===== config.mk =====
export PLATFORM = sky130hd
export DESIGN_NAME = gba_cart_loader
export DESIGN_NICKNAME = d
export VERILOG_FILES = /design/src/hdl/gba_loader_pkg.sv /design/src/hdl/gba_cart_loader.sv /design/src/hdl/cart_quirk_detect.sv /design/src/hdl/cheat_code_packer.sv /design/src/hdl/bios_word_packer.sv /design/src/hdl/flash_id_scanner.sv /design/src/hdl/load_classifier.sv
export VERILOG_INCLUDE_DIRS = /design/src /design/src/hdl
export SDC_FILE = /design/constraint.sdc
export NUM_CORES = 1
export LEC_CHECK = 0
export ABC_AREA = 1
export BUFFER_PORTS_ARGS = -buffer_cell sky130_fd_sc_hd__buf_2
export CORE_ASPECT_RATIO = 2
export CORE_MARGIN = 1
export CORE_UTILIZATION = 51
export CTS_BUF_LIST = sky130_fd_sc_hd__clkbuf_16
export CTS_CLUSTER_DIAMETER = 150
export CTS_CLUSTER_SIZE = 10
export DETAILED_ROUTE_END_ITERATION = 10
export HOLD_SLACK_MARGIN = 0.12
export PLACE_DENSITY = 0.74
export SLEW_MARGIN = 15
export SYNTH_ARGS = -nofsm -noshare
export SYNTH_HDL_FRONTEND = slang
export SYNTH_SLANG_ARGS = --single-unit

===== constraint.sdc =====
create_clock -name clk_sys -period 3.7 [get_ports clk_sys]
set_input_delay 0.37 -clock clk_sys [delete_from_list [all_inputs] [get_ports clk_sys]]
set_output_delay 0.37 -clock clk_sys [all_outputs]
set_load 0.05 [all_outputs]

===== src/hdl/gba_loader_defines.svh =====
//============================
// Widths, image indices and header offsets for the cartridge-load front end
// Include wherever a width or a fixed index is needed
//============================
`ifndef GBA_LOADER_DEFINES_SVH
`define GBA_LOADER_DEFINES_SVH

// Host download stream
`define GBA_IOCTL_ADDR_W 27       // Byte address
`define GBA_IOCTL_DATA_W 16       // One download word

// BIOS RAM side
`define GBA_BIOS_ADDR_W  12       // 32-bit word address into 16 KB BIOS

//============================
// Image indices
//============================
`define GBA_BIOS_INDEX   8'd0     // BIOS image
`define GBA_CODE_INDEX   8'd255   // Cheat file

//============================
// Cartridge header
//============================
`define GBA_TITLE_LINE   23'hA    // Address bits 26:4 of the title line (0xA0..0xAF)
`define GBA_TITLE_BYTES  12       // Title length, also the offset where it is checked

// Cheat record
`define GBA_CHEAT_W      128      // Flags, address, compare, replace

`endif

===== src/hdl/gba_loader_pkg.sv =====
//============================
// Shared types for the cartridge-load front end
// Modules take these by a wildcard import in the header
//============================
package gba_loader_pkg;

`include "gba_loader_defines.svh"

	// Download stream
	typedef logic [`GBA_IOCTL_ADDR_W-1:0] ioctl_addr_t;    // Byte address
	typedef logic [`GBA_IOCTL_DATA_W-1:0] ioctl_data_t;    // 16-bit word

	// BIOS RAM write port
	typedef logic [`GBA_BIOS_ADDR_W-1:0]    bios_addr_t;   // Word address
	typedef logic [2*`GBA_IOCTL_DATA_W-1:0] bios_word_t;   // Two download words

	// Cartridge word address, byte address without the two low bits
	typedef logic [`GBA_IOCTL_ADDR_W-3:0] pak_addr_t;

	// Cheat code layout
	// 127:96 flags, 95:64 address, 63:32 compare, 31:0 replace
	typedef logic [`GBA_CHEAT_W-1:0] cheat_code_t;

	// What the host is currently sending
	typedef enum logic [1:0] {
		dl_none,
		dl_bios,
		dl_cart,
		dl_code
	} dl_kind_e;

	// Quirk attached to a header title
	typedef enum logic [1:0] {
		quirk_none,
		quirk_sram,        // Save memory quirk only
		quirk_sram_remap   // Save memory quirk plus memory remap
	} quirk_e;

endpackage


===== src/hdl/gba_cart_loader.sv =====
//============================
// Cartridge-load front end of the emulator core
// Watches the host download stream and hands BIOS writes, cheat codes,
// cartridge facts and game quirks to the core
//============================
`timescale 1ns/1ps

module gba_cart_loader
	import gba_loader_pkg::*;
(
	input  logic        clk_sys,
	input  logic        reset,
	// Host download stream
	input  logic        ioctl_download,
	input  logic [7:0]  ioctl_index,
	input  ioctl_addr_t ioctl_addr,
	input  ioctl_data_t ioctl_dout,
	input  logic        ioctl_wr,
	input  logic        homebrew_bios,
	// Cartridge facts
	output logic        cart_loaded,
	output logic [1:0]  cart_type,
	output pak_addr_t   max_pak_addr,
	output logic        flash_1m,
	// BIOS RAM port
	output bios_addr_t  bios_wraddr,
	output bios_word_t  bios_wrdata,
	output logic        bios_wr,
	// Cheat engine
	output cheat_code_t cheat_code,
	output logic        cheat_valid,
	output logic        cheat_clear,
	// Game quirks
	output logic        sram_quirk,
	output logic        memory_remap_quirk
);

	dl_kind_e dl_kind;
	logic     cart_download;
	logic     cart_start;     // First cycle of a cartridge download
	logic     code_start;     // First cycle of a cheat download

	load_classifier i_load_classifier (
		.clk_sys(clk_sys), .reset(reset),
		.ioctl_download(ioctl_download), .ioctl_index(ioctl_index), .ioctl_addr(ioctl_addr),
		.dl_kind(dl_kind), .cart_download(cart_download),
		.cart_start(cart_start), .code_start(code_start),
		.cart_type(cart_type), .cart_loaded(cart_loaded), .max_pak_addr(max_pak_addr)
	);

	flash_id_scanner i_flash_id_scanner (
		.clk_sys(clk_sys), .reset(reset),
		.cart_download(cart_download), .cart_start(cart_start),
		.ioctl_wr(ioctl_wr), .ioctl_dout(ioctl_dout), .flash_1m(flash_1m)
	);

	bios_word_packer i_bios_word_packer (
		.clk_sys(clk_sys), .reset(reset),
		.dl_kind(dl_kind), .homebrew_bios(homebrew_bios),
		.ioctl_wr(ioctl_wr), .ioctl_addr(ioctl_addr), .ioctl_dout(ioctl_dout),
		.bios_wraddr(bios_wraddr), .bios_wrdata(bios_wrdata), .bios_wr(bios_wr)
	);

	cheat_code_packer i_cheat_code_packer (
		.clk_sys(clk_sys), .reset(reset),
		.dl_kind(dl_kind), .code_start(code_start),
		.ioctl_wr(ioctl_wr), .ioctl_addr(ioctl_addr), .ioctl_dout(ioctl_dout),
		.cheat_code(cheat_code), .cheat_valid(cheat_valid), .cheat_clear(cheat_clear)
	);

	cart_quirk_detect i_cart_quirk_detect (
		.clk_sys(clk_sys), .reset(reset),
		.cart_download(cart_download), .cart_start(cart_start),
		.ioctl_wr(ioctl_wr), .ioctl_addr(ioctl_addr), .ioctl_dout(ioctl_dout),
		.sram_quirk(sram_quirk), .memory_remap_quirk(memory_remap_quirk)
	);

endmodule


===== src/hdl/cart_quirk_detect.sv =====
//============================
// Reads the 12-byte header title of a cartridge
// Flags titles that need the save-memory or the memory-remap quirk
// Outputs settle right after the title line is through
//============================
`timescale 1ns/1ps

`include "gba_loader_defines.svh"

module cart_quirk_detect
	import gba_loader_pkg::*;
(
	input  logic        clk_sys,
	input  logic        reset,
	input  logic        cart_download,
	input  logic        cart_start,
	input  logic        ioctl_wr,
	input  ioctl_addr_t ioctl_addr,
	input  ioctl_data_t ioctl_dout,
	output logic        sram_quirk,
	output logic        memory_remap_quirk
);

	localparam int TITLE_W       = `GBA_TITLE_BYTES * 8;
	localparam int QUIRK_ENTRIES = 6;

	//============================
	// Quirk table
	//============================
	// Titles zero-padded at the end to the full header length
	localparam logic [TITLE_W-1:0] QUIRK_TITLE [QUIRK_ENTRIES] = '{
		"ROCKY BOXING",
		"DBZ LGCYGOKU",
		{"IRIDIONII", 24'h000000},
		{"SUPER MARIO", 8'h00},
		{"ZELDA 1", 40'h0000000000},
		{"MAPPY", 56'h00000000000000}
	};

	localparam quirk_e QUIRK_KIND [QUIRK_ENTRIES] = '{
		quirk_sram,           // Rocky
		quirk_sram,           // Legacy of Goku
		quirk_sram,           // Iridion II
		quirk_sram_remap,     // Classic NES series
		quirk_sram_remap,
		quirk_sram_remap      // Famicom Mini
	};

	logic [TITLE_W-1:0] title;        // First byte in the top bits
	logic [3:0]         line_offset;  // Byte offset in the title line
	logic [6:0]         title_pos;    // Low bit of the two bytes being written
	logic               line_wr;
	quirk_e             title_quirk;

	assign line_offset = ioctl_addr[3:0];
	assign line_wr = cart_download && ioctl_wr &&
		(ioctl_addr[`GBA_IOCTL_ADDR_W-1:4] == `GBA_TITLE_LINE);
	assign title_pos = {4'(`GBA_TITLE_BYTES - 2) - line_offset, 3'b000};

	// Capture, bytes swapped so the title reads as a string
	always_ff @(posedge clk_sys) begin
		if (line_wr && (line_offset < 4'(`GBA_TITLE_BYTES)))
			title[title_pos +: 16] <= {ioctl_dout[7:0], ioctl_dout[15:8]};
	end

	// Table lookup
	always_comb begin
		title_quirk = quirk_none;
		for (int i = 0; i < QUIRK_ENTRIES; i++) begin
			if (title == QUIRK_TITLE[i])
				title_quirk = QUIRK_KIND[i];
		end
	end

	always_ff @(posedge clk_sys) begin
		if (reset || cart_start) begin
			sram_quirk         <= 1'b0;
			memory_remap_quirk <= 1'b0;
		end else if (line_wr && (line_offset == 4'(`GBA_TITLE_BYTES))) begin
			sram_quirk         <= (title_quirk != quirk_none);        // First word past the title
			memory_remap_quirk <= (title_quirk == quirk_sram_remap);
		end
	end

endmodule


===== src/hdl/cheat_code_packer.sv =====
//============================
// Builds 128-bit cheat codes from 16-byte cheat records
// cheat_valid strobes each finished code, cheat_clear marks a new file
//============================
`timescale 1ns/1ps

module cheat_code_packer
	import gba_loader_pkg::*;
(
	input  logic        clk_sys,
	input  logic        reset,
	input  dl_kind_e    dl_kind,
	input  logic        code_start,
	input  logic        ioctl_wr,
	input  ioctl_addr_t ioctl_addr,
	input  ioctl_data_t ioctl_dout,
	output cheat_code_t cheat_code,
	output logic        cheat_valid,
	output logic        cheat_clear
);

	logic       code_take;    // Word of a cheat record
	logic [2:0] slot;         // Word number within the record
	logic [6:0] field_pos;    // Low bit of the 16-bit field
	logic       last_slot;

	assign code_take = (dl_kind == dl_code) && ioctl_wr && !ioctl_addr[0];
	assign slot      = ioctl_addr[3:1];
	assign last_slot = (slot == 3'd7);   // Offset 14, top half of replace

	// Records hold flags, address, compare, replace from the top down
	// Each 32-bit value arrives bottom half first
	assign field_pos = {~slot[2:1], slot[0], 4'b0000};

	// New cheat file wipes the active list in the core
	assign cheat_clear = code_start;

	//============================
	// Code assembly
	//============================
	always_ff @(posedge clk_sys) begin
		if (code_take)
			cheat_code[field_pos +: 16] <= ioctl_dout;
	end

	always_ff @(posedge clk_sys) begin
		if (reset)
			cheat_valid <= 1'b0;
		else
			cheat_valid <= code_take && last_slot;   // Code complete, clock it in
	end

endmodule


===== src/hdl/bios_word_packer.sv =====
//============================
// Packs 16-bit BIOS download words into 32-bit BIOS RAM writes
// Quiet while the homebrew BIOS is selected
//============================
`timescale 1ns/1ps

`include "gba_loader_defines.svh"

module bios_word_packer
	import gba_loader_pkg::*;
(
	input  logic        clk_sys,
	input  logic        reset,
	input  dl_kind_e    dl_kind,
	input  logic        homebrew_bios,
	input  logic        ioctl_wr,
	input  ioctl_addr_t ioctl_addr,
	input  ioctl_data_t ioctl_dout,
	output bios_addr_t  bios_wraddr,
	output bios_word_t  bios_wrdata,
	output logic        bios_wr
);

	logic bios_take;      // BIOS word accepted this cycle

	assign bios_take = (dl_kind == dl_bios) && ioctl_wr && !homebrew_bios;

	always_ff @(posedge clk_sys) begin
		if (reset)
			bios_wr <= 1'b0;
		else
			bios_wr <= bios_take && ioctl_addr[1];  // Upper half completes the word
	end

	// Halves and address
	always_ff @(posedge clk_sys) begin
		if (bios_take) begin
			if (!ioctl_addr[1]) begin
				bios_wrdata[`GBA_IOCTL_DATA_W-1:0] <= ioctl_dout;
			end else begin
				bios_wrdata[2*`GBA_IOCTL_DATA_W-1:`GBA_IOCTL_DATA_W] <= ioctl_dout;
				bios_wraddr <= ioctl_addr[`GBA_BIOS_ADDR_W+1:2];
			end
		end
	end

	// One write per word pair
	assert property (@(posedge clk_sys) disable iff (reset) bios_wr |=> !bios_wr);

endmodule


===== src/hdl/flash_id_scanner.sv =====
//============================
// Scans the cartridge stream for the FLASH1M_V id string
// flash_1m selects the 128 KB flash save type in the core
//============================
`timescale 1ns/1ps

module flash_id_scanner
	import gba_loader_pkg::*;
(
	input  logic        clk_sys,
	input  logic        reset,
	input  logic        cart_download,
	input  logic        cart_start,
	input  logic        ioctl_wr,
	input  ioctl_data_t ioctl_dout,
	output logic        flash_1m
);

	localparam logic [71:0] FLASH_ID = "FLASH1M_V";   // Nine bytes

	logic [63:0] window;      // Last eight bytes, newest at the bottom
	logic [7:0]  lo_byte;     // First byte of the word in memory order
	logic [7:0]  hi_byte;
	logic        cart_wr;
	logic        hit_lo;
	logic        hit_hi;

	assign lo_byte = ioctl_dout[7:0];
	assign hi_byte = ioctl_dout[15:8];
	assign cart_wr = cart_download && ioctl_wr;
	assign hit_lo = ({window, lo_byte} == FLASH_ID);             // String ends on the low byte
	assign hit_hi = ({window[55:0], lo_byte, hi_byte} == FLASH_ID); // Ends on the high byte

	always_ff @(posedge clk_sys) begin
		if (cart_start)
			window <= '0;                          // No carry-over from the last image
		else if (cart_wr)
			window <= {window[47:0], lo_byte, hi_byte};
	end

	always_ff @(posedge clk_sys) begin
		if (reset || cart_start)
			flash_1m <= 1'b0;
		else if (cart_wr && (hit_lo || hit_hi))
			flash_1m <= 1'b1;                      // Held until the next cartridge
	end

endmodule


===== src/hdl/load_classifier.sv =====
//============================
// Classifies the host download by image index
// Gives the download kind, start pulses and the cartridge facts
// that stay valid after the image has been loaded
//============================
`timescale 1ns/1ps

`include "gba_loader_defines.svh"

module load_classifier
	import gba_loader_pkg::*;
(
	input  logic        clk_sys,
	input  logic        reset,
	input  logic        ioctl_download,
	input  logic [7:0]  ioctl_index,
	input  ioctl_addr_t ioctl_addr,
	output dl_kind_e    dl_kind,
	output logic        cart_download,
	output logic        cart_start,
	output logic        code_start,
	output logic [1:0]  cart_type,
	output logic        cart_loaded,
	output pak_addr_t   max_pak_addr
);

	dl_kind_e kind_q;      // dl_kind one cycle back, for edge detection
	logic     cart_rise;
	logic     cart_fall;
	logic     code_rise;

	assign cart_download = (dl_kind == dl_cart);   // Decoded from the kind register
	assign cart_rise = cart_download && (kind_q != dl_cart);
	assign cart_fall = !cart_download && (kind_q == dl_cart);
	assign code_rise = (dl_kind == dl_code) && (kind_q != dl_code);

	//============================
	// Kind register and pulses
	//============================
	always_ff @(posedge clk_sys) begin
		if (reset) begin
			dl_kind     <= dl_none;
			kind_q      <= dl_none;
			cart_start  <= 1'b0;
			code_start  <= 1'b0;
			cart_type   <= 2'd0;
			cart_loaded <= 1'b0;
		end else begin
			if (!ioctl_download)
				dl_kind <= dl_none;
			else if (ioctl_index == `GBA_BIOS_INDEX)
				dl_kind <= dl_bios;
			else if (ioctl_index == `GBA_CODE_INDEX)
				dl_kind <= dl_code;
			else
				dl_kind <= dl_cart;                  // Any other index is a cartridge
			kind_q     <= dl_kind;
			cart_start <= cart_rise;
			code_start <= code_rise;
			if (cart_rise) begin
				cart_type   <= ioctl_index[7:6];     // Type sits in the top index bits
				cart_loaded <= 1'b1;                 // Sticky until reset
			end
		end
	end

	// Host holds the last address until after the download drops
	always_ff @(posedge clk_sys) begin
		if (cart_fall)
			max_pak_addr <= ioctl_addr[`GBA_IOCTL_ADDR_W-1:2];
	end

	// Loaded flag only ever clears through reset
	assert property (@(posedge clk_sys) disable iff (reset)
		$fell(cart_loaded) |-> $past(reset));

endmodule


; ---- Word-level counts from Yosys, hierarchy flattened
; Cells that the tools add are included.
[word_totals]
regBits = 371
latchBits = 0
mem_bits_rw = 0
romBits = 0
in_bits = 56
output_inout_bits = 206
mem_count = 0
[classes]
add_sub_neg = 3
n_mul = 0
div_mod_pow = 0
order_cmp = 1
eq_ne = 19
shift = 4
n_mux = 10
bitwise_logic = 3
n_reduce_logical = 25
[op_table]
columns = operator, count
row1 = $eq A96 B95 Y1 const B, 6
row2 = $eq A72 B71 Y1 const B, 2
row3 = $bwmux W128, 1
row4 = $shift A16 B9 Y128 const A, 1
row5 = $shiftx A16 B9 Y128, 1
row6 = $bwmux W96, 1
row7 = $shift A16 B9 Y96 const A, 1
row8 = $shiftx A16 B9 Y96, 1
row9 = $eq A23 B4 Y1 const B, 1
row10 = $neg A7 Y9, 2
row11 = $logic_and A1 B1 Y1, 14
row12 = $eq A2 B2 Y1 const B, 4
row13 = $eq A8 B8 Y1 const B, 1
row14 = $logic_not A8 Y1, 1
row15 = $mux W2, 3
row16 = $mux W1, 5
row17 = $eq A4 B4 Y1 const B, 1
row18 = $lt A4 B4 Y1 const B, 1
row19 = $ne A2 B2 Y1 const B, 2
row20 = $reduce_and A2 Y1, 2
row21 = $sub A4 B4 Y4 const A, 1
row22 = $eq A3 B3 Y1 const B, 1
row23 = $logic_not A1 Y1, 3
row24 = $reduce_or A3 Y1, 1
row25 = 6 further kinds, 8

; ---- Logic depth before layout (Yosys ltp)
[logic_depth]
word_depth = 8
ltp_mapped = 15
depth_no_buf = 13

; ---- Hierarchy
; Synthesis repeated with hierarchy kept, for this count alone.
[hier_totals]
cells_unflattened = 1629
hier_area_um2 = 15995.3
[by_module_without_submodules]
columns = mod, n_inst, cells_per_inst, area_each_um2, seq_area_each_um2
row1 = cart_quirk_detect, 1, 752, 5685.5, 2922.8
row2 = cheat_code_packer, 1, 362, 5112.4, 3863.7
row3 = flash_id_scanner, 1, 381, 2685.1, 1301.2
row4 = bios_word_packer, 1, 53, 1382.6, 1341.3
row5 = load_classifier, 1, 81, 1129.8, 930.9

; ---- Least setup slack after synthesis
; OpenSTA, ideal clock, no wires.
[synth_path]
path_type = input-to-reg
start = input ioctl_addr[1]
end = register i_cheat_code_packer.cheat_code[32] (enable)
arrival_time_ps = 3456
required_time_ps = 3291
path_slack_ps = -165
stages = 11
path_buffers = 4
cell_sequence = clkbuf_1 clkinv_1 buf_1 ha_1 ha_1 buf_2 clkinv_1 nor2_1 inv_1 clkbuf_1 nor3_1
[synth_rtl]
columns = element, line
row1 = start: declaration, gba_cart_loader.sv:16  ; input ioctl_addr_t ioctl_addr,
row2 = end signal: indexed assignment, cheat_code_packer.sv:43  ; cheat_code[field_pos +: 16] <= ioctl_dout;
row3 = end: declaration, cheat_code_packer.sv:17  ; output cheat_code_t cheat_code,

; ---- Worst setup path after layout
[layout_path]
start = input ioctl_addr[1]
end = register i_cart_quirk_detect.title[35] (enable)
[layout_via]
elab_chain_cells = 2
[layout_rtl]
columns = element, line
row1 = $lt A4 B4 Y1, cart_quirk_detect.sv:62  ; if (line_wr && (line_offset < 4'(`GBA_TITLE_BYTES)))
row2 = $logic_and A1 B1 Y1, cart_quirk_detect.sv:62
row3 = end signal: indexed assignment, cart_quirk_detect.sv:63  ; title[title_pos +: 16] <= {ioctl_dout[7:0], ioctl_dout[15:8]};
row4 = end: declaration, cart_quirk_detect.sv:49  ; logic [TITLE_W-1:0] title;
; Every way passes these cells.
; A chain may end at the register's enable or synchronous reset.

==> run_results.csv <==
group,metric,value,unit
routing,vias,12500,
timing,finalHoldViolations,0,
clocking,cts_setup_buffers,0,
grt,grt_pass1_wl,74.8,mm
floorplanning,die_w,125,um
timing,tightest_slew,1.06,ns
floorplanning,initial_utilization,51.6,%
synthesis,syn_area,0.0155,mm^2
synthesis,syn_area_per_cell,10.0,um^2
clocking,htreeDepth,2,
floorplanning,die_height,249,um
routing,drc,7,
placement,place.gp.congestion,1.03,
outcome,violations,"design-rule violations",
outcome,status,"finished, violations left",
clocking,cts_tree,"done",
timing,maxSlewHeadroom,29.1,%
placement,dpl_cell_area,0.0173,mm^2
min_path,hold_path_class,"in2reg",
final_layout,n_fill_cell,2387,
worst_setup_path,crit_path_start_kind,"input port",
grt,antenna_found_initial,4,
grt,grtUsageTotal,33.4,%
synthesis,synth_common_cells,"nor2_1 (421), edfxtp_1 (293), nand2_1 (184), inv_1 (143), o21ai_0 (104)",
worst_setup_path,path_max_fanout,21,
routing,post_drt_wl_per_cell,22.8,um
synthesis,synthDistinctLibCells,34,
final_layout,final_cell_area,0.0188,mm^2
placement,post-place-ws,0.249,ns
final_layout,final_net_count,1926,
routing,drtIter0Drc,945,
final_layout,area_delta_synth_final,21.5,%
synthesis,syn-num-nets,1616,
floorplanning,die_area,0.0311,mm^2
clocking,cts_made_buffers,43,
clocking,clkSinkCount,371,
floorplanning,core,0.0301,mm^2
synthesis,synth_ff_type,"edfxtp_1",
timing,min_period,2.97,ns
timing,fin_ws,0.733,ns
clocking,path_clk_slew,0.05,ns
synthesis,synthArstFlopShare,0,%
timing,clock_skew,0.0235,ns
timing,setup_tns,0,ns
clocking,clock_latency,0.56,ns
clocking,clockBufferDepth,3,
synthesis,postSynthCellCount,1550,
synthesis,yosys_warnings,0,
grt,grt_pass1_vias,12400,
routing,drtAntennaViolNets,0,
placement,hpwl,38.6,mm
clocking,cts_root_buf,"clkbuf_16",
placement,portBuffers,261,
timing,slew_viol_final,0,
grt,overflow,0,
routing,drt_first_pass_iters,8,
synthesis,synthTopCellsByArea,"edfxtp_1 (57%), nor2_1 (10%), dfxtp_1 (10%)",
grt,grt_max_degree,98,
power_and_ir_drop,ir_worst_vdd,0.393,mV
synthesis,synth_edf_count,293,
synthesis,ys_seq_area_share,66.8,%
routing,routed_wl,51.7,mm
run,cap_violations,0,
final_layout,drive_gt1_share,19.5,%
floorplanning,num_rows,90,
timing,setup_violations,0,
timing,finalCritPeriodShare,80.2,%
worst_setup_path,critPathRequiredTime,3.87,ns
worst_setup_path,endpoint_kind,"register",
synthesis,synth-seq-cells,371,
worst_setup_path,critPathKind,"in2reg",
worst_setup_path,critPathArrivalTime,3.14,ns
floorplanning,io_pins,262,
power_and_ir_drop,p_leak,8.08,nW
power_and_ir_drop,p_per_area,495,mW/mm^2
synthesis,yosysTopAreaCellShare,56.8,%
synthesis,synth_top_area_cell,"edfxtp_1",
routing,vias_per_cell,5.53,
timing,rsz0062_at_grt,"no",
final_layout,final_util,62.6,%
synthesis,post-synth-top-count-cell,"nor2_1",
timing,fmax,337,MHz
[cell families after synthesis]
group           Yosys count  share of synthesized area [%]
compound gates          184                           6.11
xor+xnor                  2                          0.210
fa+ha+maj                10                          0.807
buf+inv                 210                           5.23
flops                   371                           66.8
simple gates            773                           20.8
[final timing paths]
path | slack [ns] | startpoint | endpoint | cells after the start
min | 0.14 | ioctl_index[6] | i_load_classifier.cart_type[0]$_SDFFE_PP0P_ | 3
max reg2reg | 1.02 | i_load_classifier.dl_kind[0]$_SDFF_PP0_ | i_cart_quirk_detect.title[35]$_DFFE_PP_ | 9
max | 0.73 | ioctl_addr[1] | i_cart_quirk_detect.title[35]$_DFFE_PP_ | 11
min reg2reg | 0.44 | i_load_classifier.kind_q[1]$_SDFF_PP0_ | i_load_classifier.code_start$_SDFF_PP0_ | 1
[critical path, stage by stage]
cell      delay (ns)
buf_2           0.25
clkinv_1        0.36
ha_1            0.44
inv_2           0.08
nor2_2          0.19
nand2_1         0.15
nand2_2         0.12
nand2_4         0.07
inv_2           0.31
nand2_2         0.20
nor2_1          0.58
[state kept, by name, summed over array words and instances (netlist names)]
| signal | count |
|---|---|
| i_cart_quirk_detect.memory_remap_quirk | 1 |
| i_cart_quirk_detect.title | 96 |
| i_bios_word_packer.bios_wr | 1 |
| i_flash_id_scanner.flash_1m | 1 |
| i_flash_id_scanner.window | 64 |
| i_bios_word_packer.bios_wrdata | 32 |
| i_load_classifier.kind_q | 2 |
| i_load_classifier.cart_loaded | 1 |
| i_load_classifier.cart_type | 2 |
| i_cheat_code_packer.cheat_valid | 1 |
| i_load_classifier.max_pak_addr | 25 |
| i_cheat_code_packer.cheat_code | 128 |
| i_bios_word_packer.bios_wraddr | 12 |
| i_load_classifier.cart_start | 1 |
| i_load_classifier.dl_kind | 2 |
| i_cart_quirk_detect.sram_quirk | 1 |
| i_load_classifier.code_start | 1 |
[through the flow]
| step | hold slack, ns | power, mW | std cells |
|---|---|---|---|
| 3_5_place_dp | 0.430 | 5.63 | 2158 |
| 4_1_cts | 0.128 | 9.31 | 2261 |
| 2_1_floorplan | 0.403 | 5.32 | 1550 |
| 6_report | 0.138 | 9.31 | 2263 |
| 5_1_grt | 0.145 | 9.58 | 2263 |
| 3_3_place_gp | 0.418 | 5.60 | 2158 |
[layout by cell type, fill, tap and decap left out, types with 29 or more instances in the layout]
| cell | count |
|---|---|
| a21oi_1 | 69 |
| buf_2 | 261 |
| buf_4 | 34 |
| clkbuf_16 | 43 |
| dfxtp_1 | 78 |
| edfxtp_1 | 293 |
| inv_1 | 175 |
| nand2_1 | 184 |
| nand3_1 | 57 |
| nand4_1 | 29 |
| nor2_1 | 418 |
| nor3_1 | 49 |
| o21ai_0 | 104 |
[what timing repair did]
item / 4_1_cts / 5_1_grt
resized for setup: 0 / 0
hold endpoints to repair: 36 / 0
hold buffers: 25 / 0
[metal layers]
layer,track usage (%),routed length (um),vias to the layer above
met5,0,22,-
met4,30.2,5110,4
met3,5.55,2990,236
met2,60.4,27600,646
met1,31.9,15900,5815
li1,-,-,5813
[layout make-up]
| type | count | area (um^2) | area share [%] |
|---|---|---|---|
| Clock buffer | 43 | 1080 | 5.72 |
| Multi-Input combinational cell | 969 | 4370 | 23.2 |
| Clock inverter | 35 | 161 | 0.857 |
| Inverter | 155 | 584 | 3.10 |
| Tap cell | 368 | 460 | 2.45 |
| Timing Repair Buffer | 320 | 1810 | 9.62 |
| Sequential cell | 371 | 10400 | 55.0 |
| Antenna cell | 2 | 5.00 | 0.0266 |
[report_power, final]
part | leakage, nW | total [mW] | internal [mW] | switching (mW)
combinational | 3.60 | 0.854 | 0.237 | 0.616
clock | 0.719 | 3.72 | 2.10 | 1.62
sequential | 3.76 | 4.74 | 4.63 | 0.103
total | 8.08 | 9.31 | 6.97 | 2.34
Power figures use the tool's default switching activity.
